$ cat src/hdl/eeprom_pkg.sv
package eeprom_pkg;

    // memory geometry, 2 KB part
    localparam int ADDR_W  = 11;
    localparam int BYTE_W  = 8;
    localparam int BLOCK_W = 3;   // address bits carried in the control byte

    localparam int CMD_DEPTH = 2;
    localparam int PTR_W     = $clog2(CMD_DEPTH);

    // clk cycles per quarter of an scl period
    localparam int SCL_QUARTER = 4;
    localparam int QCNT_W      = $clog2(SCL_QUARTER);

    localparam logic [3:0] CTRL_PREFIX = 4'b1010;

    typedef logic [ADDR_W-1:0] eeprom_addr_t;
    typedef logic [BYTE_W-1:0] byte_t;
    typedef logic [PTR_W-1:0]  qptr_t;
    typedef logic [PTR_W:0]    qcount_t;
    typedef logic [QCNT_W-1:0] qcnt_t;
    typedef logic [3:0]        bit_idx_t;   // 8 data slots plus ack slot

    typedef enum logic {
        OP_WRITE,
        OP_READ
    } eeprom_op_e;

    typedef struct packed {
        eeprom_op_e   op;
        eeprom_addr_t addr;
        byte_t        data;   // unused for reads
    } cmd_t;

    typedef struct packed {
        eeprom_op_e op;
        byte_t      rdata;
        logic       nack;
    } rsp_t;

    typedef enum logic [2:0] {
        STEP_START,
        STEP_RESTART,
        STEP_WRITE_BYTE,
        STEP_READ_BYTE,
        STEP_STOP
    } step_kind_e;

    typedef struct packed {
        step_kind_e kind;
        byte_t      wdata;
        logic       last;
    } step_t;

    // command sequencer
    typedef enum logic [3:0] {
        DS_IDLE,
        DS_START,
        DS_CTRL_W,
        DS_ADDR,
        DS_DATA,
        DS_RESTART,
        DS_CTRL_R,
        DS_READ,
        DS_STOP
    } dec_state_e;

    // quarters of one bit slot on the bus
    typedef enum logic [2:0] {
        PH_IDLE,
        PH_Q0,
        PH_Q1,
        PH_Q2,
        PH_Q3
    } eng_phase_e;

endpackage

$ cat src/hdl/eeprom_cmd_decode.sv
`timescale 1ns/1ps
module eeprom_cmd_decode
(
    input  logic                   CLK,
    input  logic                   RESET,
    input  eeprom_pkg::cmd_t       cmd,
    input  logic                   cmd_valid,
    input  logic                   step_done,
    output logic                   cmd_credit,
    output eeprom_pkg::step_t      step,
    output logic                   step_valid,
    output eeprom_pkg::eeprom_op_e cur_op
);

    eeprom_pkg::cmd_t       queue [eeprom_pkg::CMD_DEPTH];
    eeprom_pkg::qptr_t      wr_ptr;
    eeprom_pkg::qptr_t      rd_ptr;
    eeprom_pkg::qcount_t    count;
    eeprom_pkg::cmd_t       cur_cmd;
    eeprom_pkg::dec_state_e state;
    eeprom_pkg::byte_t      ctrl_w;
    eeprom_pkg::byte_t      ctrl_r;
    logic                   pop;

    function automatic eeprom_pkg::qptr_t next_ptr(input eeprom_pkg::qptr_t ptr);
        if (ptr == eeprom_pkg::qptr_t'(eeprom_pkg::CMD_DEPTH - 1))
        begin
            return '0;
        end
        return ptr + 1'b1;
    endfunction

    // step list: write ends after the data byte, read goes on with a restart
    function automatic eeprom_pkg::dec_state_e seq_next(input eeprom_pkg::dec_state_e cur,
                                                        input eeprom_pkg::eeprom_op_e op);
        case (cur)
            eeprom_pkg::DS_START:   return eeprom_pkg::DS_CTRL_W;
            eeprom_pkg::DS_CTRL_W:  return eeprom_pkg::DS_ADDR;
            eeprom_pkg::DS_ADDR:
            begin
                if (op == eeprom_pkg::OP_READ)
                begin
                    return eeprom_pkg::DS_RESTART;
                end
                return eeprom_pkg::DS_DATA;
            end
            eeprom_pkg::DS_DATA:    return eeprom_pkg::DS_STOP;
            eeprom_pkg::DS_RESTART: return eeprom_pkg::DS_CTRL_R;
            eeprom_pkg::DS_CTRL_R:  return eeprom_pkg::DS_READ;
            eeprom_pkg::DS_READ:    return eeprom_pkg::DS_STOP;
            default:                return eeprom_pkg::DS_IDLE;
        endcase
    endfunction

    assign pop        = (state == eeprom_pkg::DS_IDLE) && (count != '0);
    assign cmd_credit = pop;   // slot frees on pop
    assign step_valid = (state != eeprom_pkg::DS_IDLE);
    assign cur_op     = cur_cmd.op;

    // device code, block bits, r/w bit
    assign ctrl_w = {eeprom_pkg::CTRL_PREFIX,
                     cur_cmd.addr[eeprom_pkg::ADDR_W-1 -: eeprom_pkg::BLOCK_W], 1'b0};
    assign ctrl_r = {eeprom_pkg::CTRL_PREFIX,
                     cur_cmd.addr[eeprom_pkg::ADDR_W-1 -: eeprom_pkg::BLOCK_W], 1'b1};

    always_ff @(posedge CLK)
    begin
        if (cmd_valid)
        begin
            queue[wr_ptr] <= cmd;
        end
        if (pop)
        begin
            cur_cmd <= queue[rd_ptr];
        end
    end

    always_ff @(posedge CLK)
    begin
        if (RESET)
        begin
            wr_ptr <= '0;
            rd_ptr <= '0;
            count  <= '0;
            state  <= eeprom_pkg::DS_IDLE;
        end
        else
        begin
            if (cmd_valid)
            begin
                wr_ptr <= next_ptr(wr_ptr);
            end
            if (pop)
            begin
                rd_ptr <= next_ptr(rd_ptr);
            end
            count <= count + eeprom_pkg::qcount_t'(cmd_valid) - eeprom_pkg::qcount_t'(pop);

            if (state == eeprom_pkg::DS_IDLE)
            begin
                if (pop)
                begin
                    state <= eeprom_pkg::DS_START;
                end
            end
            else if (step_done)
            begin
                state <= seq_next(state, cur_cmd.op);
            end
        end
    end

    always_comb
    begin
        step      = '0;
        step.kind = eeprom_pkg::STEP_START;
        case (state)
            eeprom_pkg::DS_CTRL_W:
            begin
                step.kind  = eeprom_pkg::STEP_WRITE_BYTE;
                step.wdata = ctrl_w;
            end
            eeprom_pkg::DS_ADDR:
            begin
                step.kind  = eeprom_pkg::STEP_WRITE_BYTE;
                step.wdata = cur_cmd.addr[eeprom_pkg::BYTE_W-1:0];
            end
            eeprom_pkg::DS_DATA:
            begin
                step.kind  = eeprom_pkg::STEP_WRITE_BYTE;
                step.wdata = cur_cmd.data;
            end
            eeprom_pkg::DS_RESTART: step.kind = eeprom_pkg::STEP_RESTART;
            eeprom_pkg::DS_CTRL_R:
            begin
                step.kind  = eeprom_pkg::STEP_WRITE_BYTE;
                step.wdata = ctrl_r;
            end
            eeprom_pkg::DS_READ:    step.kind = eeprom_pkg::STEP_READ_BYTE;
            eeprom_pkg::DS_STOP:
            begin
                step.kind = eeprom_pkg::STEP_STOP;
                step.last = 1'b1;
            end
            default:                step.kind = eeprom_pkg::STEP_START;
        endcase
    end

endmodule

$ cat src/hdl/i2c_bit_engine.sv
`timescale 1ns/1ps
module i2c_bit_engine
(
    input  logic                 CLK,
    input  logic                 RESET,
    input  eeprom_pkg::step_t    step,
    input  logic                 step_valid,
    input  logic                 sda_in,
    output logic                 step_done,
    output logic                 step_ack,
    output eeprom_pkg::byte_t    step_rdata,
    output logic                 scl,
    output logic                 sda_oe
);

    eeprom_pkg::eng_phase_e phase;
    eeprom_pkg::eng_phase_e phase_nxt;
    eeprom_pkg::qcnt_t      qcnt;
    eeprom_pkg::bit_idx_t   slot;
    eeprom_pkg::bit_idx_t   last_slot;
    eeprom_pkg::step_kind_e kind_q;
    eeprom_pkg::byte_t      shreg;
    logic                   start;
    logic                   qtick;

    // start holds scl high throughout, every other step pulses it
    function automatic logic scl_level(input eeprom_pkg::step_kind_e kind,
                                       input eeprom_pkg::eng_phase_e ph);
        if (kind == eeprom_pkg::STEP_START)
        begin
            return 1'b1;
        end
        return (ph == eeprom_pkg::PH_Q2) || (ph == eeprom_pkg::PH_Q3);
    endfunction

    // pull-down level on entry to quarter ph, q0 keeps the previous level
    function automatic logic oe_level(input eeprom_pkg::step_kind_e kind,
                                      input eeprom_pkg::eng_phase_e ph,
                                      input eeprom_pkg::bit_idx_t   bit_slot,
                                      input logic                   msb,
                                      input logic                   cur);
        logic lvl;
        lvl = cur;
        case (kind)
            eeprom_pkg::STEP_START:
                lvl = (ph == eeprom_pkg::PH_Q2) || (ph == eeprom_pkg::PH_Q3);
            eeprom_pkg::STEP_RESTART:
            begin
                if (ph == eeprom_pkg::PH_Q1 || ph == eeprom_pkg::PH_Q2)
                    lvl = 1'b0;   // release while scl low
                else if (ph == eeprom_pkg::PH_Q3)
                    lvl = 1'b1;
            end
            eeprom_pkg::STEP_STOP:
            begin
                if (ph == eeprom_pkg::PH_Q1 || ph == eeprom_pkg::PH_Q2)
                    lvl = 1'b1;
                else if (ph == eeprom_pkg::PH_Q3)
                    lvl = 1'b0;   // rising with scl high
            end
            eeprom_pkg::STEP_WRITE_BYTE:
            begin
                if (ph == eeprom_pkg::PH_Q1)
                    lvl = (bit_slot < eeprom_pkg::bit_idx_t'(eeprom_pkg::BYTE_W)) ? ~msb : 1'b0;
            end
            eeprom_pkg::STEP_READ_BYTE:
            begin
                if (ph == eeprom_pkg::PH_Q1)
                    lvl = 1'b0;   // slave drives, nack on last slot
            end
            default:
                lvl = cur;
        endcase
        return lvl;
    endfunction

    assign start = (phase == eeprom_pkg::PH_IDLE) && step_valid && !step_done;
    assign qtick = (phase != eeprom_pkg::PH_IDLE) &&
                   (qcnt == eeprom_pkg::qcnt_t'(eeprom_pkg::SCL_QUARTER - 1));

    assign last_slot = (kind_q == eeprom_pkg::STEP_WRITE_BYTE ||
                        kind_q == eeprom_pkg::STEP_READ_BYTE) ?
                       eeprom_pkg::bit_idx_t'(eeprom_pkg::BYTE_W) : '0;

    assign step_rdata = shreg;

    always_comb
    begin
        case (phase)
            eeprom_pkg::PH_Q0: phase_nxt = eeprom_pkg::PH_Q1;
            eeprom_pkg::PH_Q1: phase_nxt = eeprom_pkg::PH_Q2;
            eeprom_pkg::PH_Q2: phase_nxt = eeprom_pkg::PH_Q3;
            eeprom_pkg::PH_Q3:
                phase_nxt = (slot == last_slot) ? eeprom_pkg::PH_IDLE : eeprom_pkg::PH_Q0;
            default:           phase_nxt = eeprom_pkg::PH_IDLE;
        endcase
    end

    // shift register, msb first both ways
    always_ff @(posedge CLK)
    begin
        if (start)
        begin
            kind_q <= step.kind;
            shreg  <= step.wdata;
        end
        else if (qtick)
        begin
            if (phase == eeprom_pkg::PH_Q2 && kind_q == eeprom_pkg::STEP_READ_BYTE &&
                slot < eeprom_pkg::bit_idx_t'(eeprom_pkg::BYTE_W))
            begin
                shreg <= {shreg[eeprom_pkg::BYTE_W-2:0], sda_in};
            end
            else if (phase == eeprom_pkg::PH_Q3 && kind_q == eeprom_pkg::STEP_WRITE_BYTE)
            begin
                shreg <= {shreg[eeprom_pkg::BYTE_W-2:0], 1'b0};
            end
        end
    end

    always_ff @(posedge CLK)
    begin
        if (RESET)
        begin
            phase     <= eeprom_pkg::PH_IDLE;
            qcnt      <= '0;
            slot      <= '0;
            scl       <= 1'b1;   // bus idle
            sda_oe    <= 1'b0;
            step_done <= 1'b0;
            step_ack  <= 1'b0;
        end
        else
        begin
            step_done <= 1'b0;
            if (start)
            begin
                phase    <= eeprom_pkg::PH_Q0;
                qcnt     <= '0;
                slot     <= '0;
                step_ack <= 1'b0;
                scl      <= scl_level(step.kind, eeprom_pkg::PH_Q0);
                sda_oe   <= oe_level(step.kind, eeprom_pkg::PH_Q0, '0,
                                     step.wdata[eeprom_pkg::BYTE_W-1], sda_oe);
            end
            else if (qtick)
            begin
                qcnt  <= '0;
                phase <= phase_nxt;
                // ack sampled mid high phase, low means acknowledged
                if (phase == eeprom_pkg::PH_Q2 && kind_q == eeprom_pkg::STEP_WRITE_BYTE &&
                    slot == last_slot)
                begin
                    step_ack <= ~sda_in;
                end
                if (phase == eeprom_pkg::PH_Q3)
                begin
                    slot <= slot + 1'b1;
                end
                if (phase_nxt == eeprom_pkg::PH_IDLE)
                begin
                    step_done <= 1'b1;   // pins hold until next step
                end
                else
                begin
                    scl    <= scl_level(kind_q, phase_nxt);
                    sda_oe <= oe_level(kind_q, phase_nxt, slot,
                                       shreg[eeprom_pkg::BYTE_W-1], sda_oe);
                end
            end
            else if (phase != eeprom_pkg::PH_IDLE)
            begin
                qcnt <= qcnt + 1'b1;
            end
        end
    end

endmodule

$ cat src/hdl/eeprom_result.sv
`timescale 1ns/1ps
module eeprom_result
(
    input  logic                   CLK,
    input  logic                   RESET,
    input  logic                   step_done,
    input  logic                   step_ack,
    input  eeprom_pkg::byte_t      step_rdata,
    input  eeprom_pkg::step_kind_e step_kind,
    input  logic                   step_last,
    input  eeprom_pkg::eeprom_op_e cur_op,
    output eeprom_pkg::rsp_t       rsp,
    output logic                   rsp_valid
);

    logic              nack_q;
    logic              nack_nxt;
    eeprom_pkg::byte_t rdata_q;
    eeprom_pkg::byte_t rdata_nxt;

    // include the finishing step itself
    assign nack_nxt = nack_q ||
                      (step_kind == eeprom_pkg::STEP_WRITE_BYTE && !step_ack);
    assign rdata_nxt = (step_kind == eeprom_pkg::STEP_READ_BYTE) ? step_rdata : rdata_q;

    always_ff @(posedge CLK)
    begin
        if (RESET)
        begin
            nack_q    <= 1'b0;
            rdata_q   <= '0;
            rsp_valid <= 1'b0;
        end
        else
        begin
            rsp_valid <= step_done && step_last;
            if (step_done)
            begin
                if (step_last)
                begin
                    nack_q  <= 1'b0;   // ready for next command
                    rdata_q <= '0;
                end
                else
                begin
                    nack_q  <= nack_nxt;
                    rdata_q <= rdata_nxt;
                end
            end
        end
    end

    always_ff @(posedge CLK)
    begin
        if (step_done && step_last)
        begin
            rsp.op    <= cur_op;
            rsp.rdata <= (cur_op == eeprom_pkg::OP_READ) ? rdata_nxt : '0;
            rsp.nack  <= nack_nxt;
        end
    end

endmodule

$ cat src/hdl/eeprom_ctrl_top.sv
`timescale 1ns/1ps
module eeprom_ctrl_top
(
    input  logic              CLK,
    input  logic              RESET,
    input  eeprom_pkg::cmd_t  cmd,
    input  logic              cmd_valid,
    input  logic              sda_in,
    output logic              cmd_credit,
    output eeprom_pkg::rsp_t  rsp,
    output logic              rsp_valid,
    output logic              scl,
    output logic              sda_oe
);

    eeprom_pkg::step_t      step;
    logic                   step_valid;
    logic                   step_done;
    logic                   step_ack;
    eeprom_pkg::byte_t      step_rdata;
    eeprom_pkg::eeprom_op_e cur_op;

    eeprom_cmd_decode i_decode
    (
        .CLK        (CLK),
        .RESET      (RESET),
        .cmd        (cmd),
        .cmd_valid  (cmd_valid),
        .step_done  (step_done),
        .cmd_credit (cmd_credit),
        .step       (step),
        .step_valid (step_valid),
        .cur_op     (cur_op)
    );

    i2c_bit_engine i_engine
    (
        .CLK        (CLK),
        .RESET      (RESET),
        .step       (step),
        .step_valid (step_valid),
        .sda_in     (sda_in),
        .step_done  (step_done),
        .step_ack   (step_ack),
        .step_rdata (step_rdata),
        .scl        (scl),
        .sda_oe     (sda_oe)
    );

    // kind and last still show the finishing step during step_done
    eeprom_result i_result
    (
        .CLK        (CLK),
        .RESET      (RESET),
        .step_done  (step_done),
        .step_ack   (step_ack),
        .step_rdata (step_rdata),
        .step_kind  (step.kind),
        .step_last  (step.last),
        .cur_op     (cur_op),
        .rsp        (rsp),
        .rsp_valid  (rsp_valid)
    );

endmodule

$ cat config.mk
export PLATFORM = sky130hd
export DESIGN_NAME = eeprom_ctrl_top
export DESIGN_NICKNAME = d
export VERILOG_FILES = /design/src/hdl/eeprom_pkg.sv /design/src/hdl/eeprom_cmd_decode.sv /design/src/hdl/i2c_bit_engine.sv /design/src/hdl/eeprom_result.sv /design/src/hdl/eeprom_ctrl_top.sv
export SDC_FILE = /design/constraint.sdc
export NUM_CORES = 1
export LEC_CHECK = 0
export ABC_AREA = 1
export BUFFER_PORTS_ARGS = -buffer_cell sky130_fd_sc_hd__buf_4
export CORE_UTILIZATION = 56
export CTS_BUF_LIST = sky130_fd_sc_hd__clkbuf_4
export CTS_CLUSTER_SIZE = 28
export DETAILED_ROUTE_END_ITERATION = 16
export PLACE_DENSITY = 0.9
export SYNTH_ARGS = -nofsm -noshare
export SYNTH_HDL_FRONTEND = slang
export SYNTH_HIERARCHICAL = 1
export SYNTH_SLANG_ARGS = --single-unit
$ cat constraint.sdc
create_clock -name CLK -period 2.1 [get_ports CLK]
set_input_delay 0.105 -clock CLK [delete_from_list [all_inputs] [get_ports CLK]]
set_output_delay 0.105 -clock CLK [all_outputs]
set_load 0.05 [all_outputs]
; ---- Word level (Yosys, flattened, before mapping)
; Memories as Yosys holds them, arrays and structs flattened. A register that Yosys moved wholly into a read port is not among the register bits.
; Cells that the tools add are included.
; W data, S select, Z words.
[classes]
n_addsub = 6
magnitude_cmp = 1
eq_ne = 30
muxes = 66
n_bitwise = 3
n_reduce_logical = 40
[op_table]
columns = cell, n
row1 = $mux W1, 49
row2 = $mux W8, 6
row3 = $pmux W8 S4, 1
row4 = $eq A3 B2 Y1 const B, 8
row5 = $mux W4, 6
row6 = $pmux W3 S4, 2
row7 = $pmux W4 S6, 1
row8 = $eq A4 B3 Y1 const B, 4
row9 = $logic_not A3 Y1, 4
row10 = $logic_and A1 B1 Y1, 11
row11 = $reduce_and A2 Y1, 5
row12 = $eq A3 B3 Y1 const B, 3
row13 = $eq A4 B2 Y1 const B, 2
row14 = $ne A4 B1 Y1 const B, 2
row15 = $reduce_and A8 Y1, 1
row16 = $eq A3 B1 Y1 const B, 2
row17 = $ne A3 B2 Y1 const B, 2
row18 = $reduce_bool A2 Y1, 3
row19 = $reduce_bool A3 Y1, 2
row20 = $reduce_bool A6 Y1, 1
row21 = $reduce_or A3 Y1, 2
row22 = $pmux W1 S5, 1
row23 = $add A4 B1 Y4 const B, 1
row24 = $eq A4 B1 Y1 const B, 1
row25 = other kinds (17), 26
[totals]
register_bits = 52
mem_bits_rw = 40
in_bits = 24
out_inout_bits = 14
word_cells = 167
mem_count = 1
[mem_list]
columns = memory, depth, word_bits, read_ports, rd_ports_with_merged_regs, write_ports, line
row1 = i_decode.queue, 2, 20, 1, 1, 1, eeprom_cmd_decode.sv:15  ; eeprom_pkg::cmd_t queue [eeprom_pkg::CMD_DEPTH];

; ---- Longest topological paths before layout
[logic_depth]
word_depth = 15
ltp_mapped = 12
mapped_depth_nobuf = 12

; ---- By module
; Netlist, hierarchy kept.
[modules_own_cells]
columns = module, instances, cells_per_inst, area_per_inst_um2, seq_area_each_um2
row1 = eeprom_cmd_decode, 1, 224, 2648.8, 1961.9
row2 = i2c_bit_engine, 1, 161, 1312.5, 590.6
row3 = eeprom_result, 1, 110, 895.9, 500.5

; ---- Worst setup path after synthesis
; Ideal clock, no wire load.
[synth_path]
kind = register to register
startpoint = register i_decode.state[1]
endpoint = register i_decode.count[1]
setup_ns = 0.070
t_arrival_ns = 2.272
required_time_ns = 2.030
path_slack_ns = -0.242
path_stages_with_launch = 10
path_buffers = 0
synth_period_minus_slack_ns = 2.342
cell_sequence = dfxtp_1 nor2_1 nand3_2 inv_1 ha_1 inv_1 ha_1 xnor2_1 o21ai_0 a21oi_1
[synth_between]
elab_chain_cells = 3
[synth_rtl]
columns = item, line
row1 = start: declaration, eeprom_cmd_decode.sv:20  ; eeprom_pkg::dec_state_e state;
row2 = start signal: assignment, eeprom_cmd_decode.sv:85  ; state <= eeprom_pkg::DS_IDLE;
row3 = start signal: assignment, eeprom_cmd_decode.sv:103  ; state <= eeprom_pkg::DS_START;
row4 = start signal: assignment, eeprom_cmd_decode.sv:108  ; state <= seq_next(state, cur_cmd.op);
row5 = $logic_not A4 Y1, eeprom_cmd_decode.sv:55  ; assign pop = (state == eeprom_pkg::DS_IDLE) && (count != '0);
row6 = $logic_and A1 B1 Y1, eeprom_cmd_decode.sv:55
row7 = named net cmd_credit, eeprom_ctrl_top.sv:9  ; output logic cmd_credit,
row8 = $sub A2 B1 Y2, eeprom_cmd_decode.sv:97  ; count <= count + eeprom_pkg::qcount_t'(cmd_valid) - eeprom_pkg::qcount_t'(pop);
row9 = end signal: assignment, eeprom_cmd_decode.sv:97
row10 = end: declaration, eeprom_cmd_decode.sv:18  ; eeprom_pkg::qcount_t count;
; The timed path passes the listed nets, and every way through them passes these cells.
; A chain may end at the register's enable or synchronous reset.

; ---- Final worst setup path
[layout_path]
startpoint = register i_engine.kind_q[2]
endpoint = register i_engine.shreg[6] (netlist: i_engine/step_rdata[6]), enable pin
[layout_between]
elab_chain_cells = 5
elab_cells_between_ends = 7
cone_classes = eq/ne (2) / reduce/logical (5)
[layout_rtl]
columns = item, line
row1 = start: declaration, i2c_bit_engine.sv:21  ; eeprom_pkg::step_kind_e kind_q;
row2 = start signal: assignment, i2c_bit_engine.sv:104  ; kind_q <= step.kind;
row3 = $eq A3 B2 Y1, i2c_bit_engine.sv:109  ; if (phase == eeprom_pkg::PH_Q2 && kind_q == eeprom_pkg::STEP_READ_BYTE &&
row4 = $logic_and A1 B1 Y1 (2 in series), i2c_bit_engine.sv:109
row5 = $reduce_bool A3 Y1 (no source line) (*), --
row6 = $reduce_and A2 Y1 (no source line) (*), --
row7 = end signal: assignment, i2c_bit_engine.sv:105  ; shreg <= step.wdata;
row8 = end signal: assignment, i2c_bit_engine.sv:112  ; shreg <= {shreg[eeprom_pkg::BYTE_W-2:0], sda_in};
row9 = end signal: assignment, i2c_bit_engine.sv:116  ; shreg <= {shreg[eeprom_pkg::BYTE_W-2:0], 1'b0};
row10 = end: declaration, i2c_bit_engine.sv:22  ; eeprom_pkg::byte_t shreg;
; Mark *: on every way between the ends. The rest lies on a longest branch, timed or not.

==> results.cfg <==
[floorplanning]
die_area_um2 = 9050
dieWidth_um = 95.1
std_cell_rows = 33
io_pins = 38
die-height_um = 95.1
core_area_um2 = 8300
start_util_pct = 58.5

[global_route]
grt_pass1_vias = 3455
gr-total-overflow = 0
antenna_found_initial = 0
groute.usage.overall_pct = 22.1
grt_max_degree = 23
grt_first_pass_wirelength_um = 15200

[yosys]
ys_seq_area_share_pct = 62.9
syn_inst = 495
syn_area_per_cell_um2 = 9.81
syn-num-nets = 524
ys_warn_count = 6
ys_ff_latch = 112
ys_types = 34
syn_area_um2 = 4860

[clocking]
clk_pin_slew_ns = 0.18
cts_tree = yes
h-tree-depth = 3
insertion_delay_ns = 0.46
clockBufferDepth = 2
cts_inserted_buffers = 9
cts_root_buf = clkbuf_4
cts.sinks = 112

[routing]
wire_per_inst_um = 13.4
drtIter0Drc = 176
drt_wl_total_um = 9090
drt_first_pass_iters = 5
vias_per_cell = 5.25
num_vias = 3548
final_antenna_net_count = 0
drc = 0

[power]
swShare_pct = 38.6
peakVddDrop_v = 0.000668
p_comb_share_pct = 34.3
power_frac_clock_pct = 15.5
sequentialPowerShare_pct = 50.2
switchingPower_w = 0.00254
powerDensity_nw_per_um2 = 1160
p_leak_nw = 2.37
p_int_w = 0.00405

[place]
io_buffers = 37
dp_hpwl_um = 6250
dpl_worst_slack_ns = 0.253
place.gp.congestion = 0.869

[finish]
num-fill-cells = 617
fin_util_pct = 68.6
drive_gt1_share_pct = 18.9
antenna_cells = 0
syn_to_final_growth_pct = 17.3
num-nets-final = 595

[sta]
rsz0062_at_grt = no
fin_crit_ns = 2.00
slew_headroom_pct = 53.6
tightestPinTransition_ns = 0.695
max_freq_mhz = 500
finClkSkew_ns = 0.0168
slew_violations = 0
hold_viol_final = 0
setup_violations = 0
finalWorstSetupSlack_ns = 0.100
fin_crit_sh_pct = 95.2

[run_status]
status = finished, final reports clean

[critical_path]
critPathMaxFanout = 8
worstSetupPathType = reg -> reg
required_ns = 2.28
crit_arrival_ns = 2.18
cp-start-kind = flop
endpoint_kind = flop

[worst_hold_path]
min_path_type = in -> reg

[flow_run]
drv_cap = 0
-- layer usage --
layer | GRT usage [%] | vias up | part of all wire, %
li1 | - | 1765 | -
met4 | 6.44 | 0 | 2.0
met2 | 41.6 | 112 | 54
met3 | 4.63 | 20 | 4.9
met5 | 0 | - | 0
met1 | 24.8 | 1651 | 39
-- cell usage in the layout, fill, tap and decap left out, drive strengths merged --
cell | Yosys | layout
xnor2 | 2 | 2
nand3b | 1 | 1
a21oi | 21 | 21
edfxtp | 81 | 81
nand2 | 186 | 186
nor3 | 3 | 3
dfxtp | 31 | 31
buf | 1 | 44
nor4 | 2 | 2
nor2 | 48 | 48
a211oi | 2 | 2
clkinv | 0 | 3
nand4 | 3 | 3
o31ai | 1 | 1
nand3 | 29 | 29
xor2 | 1 | 1
a22o | 3 | 3
dlygate4sd3 | 0 | 23
o21ai | 11 | 11
clkinvlp | 0 | 1
inv | 56 | 59
a31oi | 1 | 1
clkbuf | 6 | 9
o32ai | 1 | 1
ha | 5 | 5
-- metrics by stage --
stage	hold slack [ns]	total power, W	cells	instance area, um^2	setup TNS [ns]
5_1_grt	0.333	0.00700	676	5700	0
3_3_place_gp	0.290	0.00542	637	5320	0
4_1_cts	0.339	0.00662	676	5690	0
2_1_floorplan	0.167	0.00507	495	4910	-0.00339
3_5_place_dp	0.293	0.00557	637	5320	0
6_report	0.354	0.00659	676	5700	0
-- cell type report --
| class | instances | area (um^2) | share of cell area (%) |
|---|---|---|---|
| Inverter | 56 | 221 | 3.89 |
| Timing Repair Buffer | 67 | 564 | 9.91 |
| Sequential cell | 112 | 3060 | 53.7 |
| Clock inverter | 7 | 71.3 | 1.25 |
| Clock buffer | 9 | 67.6 | 1.19 |
| Multi-Input combinational cell | 320 | 1580 | 27.7 |
| Tap cell | 105 | 131 | 2.31 |
-- cells by family after synthesis --
group | share of synthesized area (%)
DFF | 62.9
and+or+nand+nor | 24.8
buffers and inverters | 5.56
AOI/OAI and AO/OA | 4.97
xor gates and xnor gates | 0.541
adders and majority gates | 1.29
-- flip-flops by register name, summed over array words and instances (netlist names), 2 cells and up --
name / count
i_decode/ctrl_r: 3
i_engine/qcnt: 2
i_engine/slot: 4
i_result/rdata_q: 8
i_decode/count: 2
i_decode/cur_cmd: 16
i_engine/phase: 3
i_result/rsp: 10
i_decode/state: 4
i_engine/kind_q: 3
i_engine/step_rdata: 8
i_decode/queue: 40
-- what timing repair did --
item | CTS | global route
setup buffers | 0 | 0
endpoints found under the setup margin | 0 | 1
hold endpoints to repair | 56 | 0
hold buffers | 23 | 0
gates resized for setup | 0 | 1
-- power by group through the flow --
stage	clock (W)	sequential, W	combinational (W)
2_1_floorplan	0	0.00328	0.00179
3_3_place_gp	0	0.00333	0.00209
3_5_place_dp	0	0.00336	0.00222
4_1_cts	0.00105	0.00331	0.00226
5_1_grt	0.00112	0.00335	0.00253
6_report	0.00102	0.00331	0.00226
-- Yosys cell counts, drive strengths merged --
cell type,number,area share (%)
a211oi,2,0.31
a21oi,21,2.2
a22o,3,0.62
a31oi,1,0.13
buf,1,0.41
clkbuf,6,0.67
dfxtp,31,13
edfxtp,81,50
ha,5,1.3
inv,56,4.5
nand2,186,15
nand3,29,3.5
nand3b,1,0.15
nand4,3,0.39
nor2,48,4.7
nor3,3,0.31
nor4,2,0.26
o21ai,11,1.1
o31ai,1,0.44
o32ai,1,0.18
xnor2,2,0.36
xor2,1,0.18
-- final timing paths --
kind | start | slack, ns | depth (start not counted) | to
worst max-delay path | i_engine/kind_q[2] | 0.10 | 6 | i_engine/step_rdata[6]
worst min-delay path | cmd[13] | 0.35 | 2 | i_decode/queue[0][13]
worst max register to register | i_engine/kind_q[2] | 0.10 | 6 | i_engine/step_rdata[6]
worst min register to register | i_decode/count[1] | 0.48 | 2 | i_decode/count[1]
-- worst max-delay path: stages (launching register included) --
cell	delay [ns]
edfxtp_1	0.47
inv_1	0.17
nand3_1	0.14
nor4_1	0.38
a21oi_1	0.08
o21ai_0	0.25
buf_4	0.22
No activity file was read; power rests on OpenSTA's default activity.
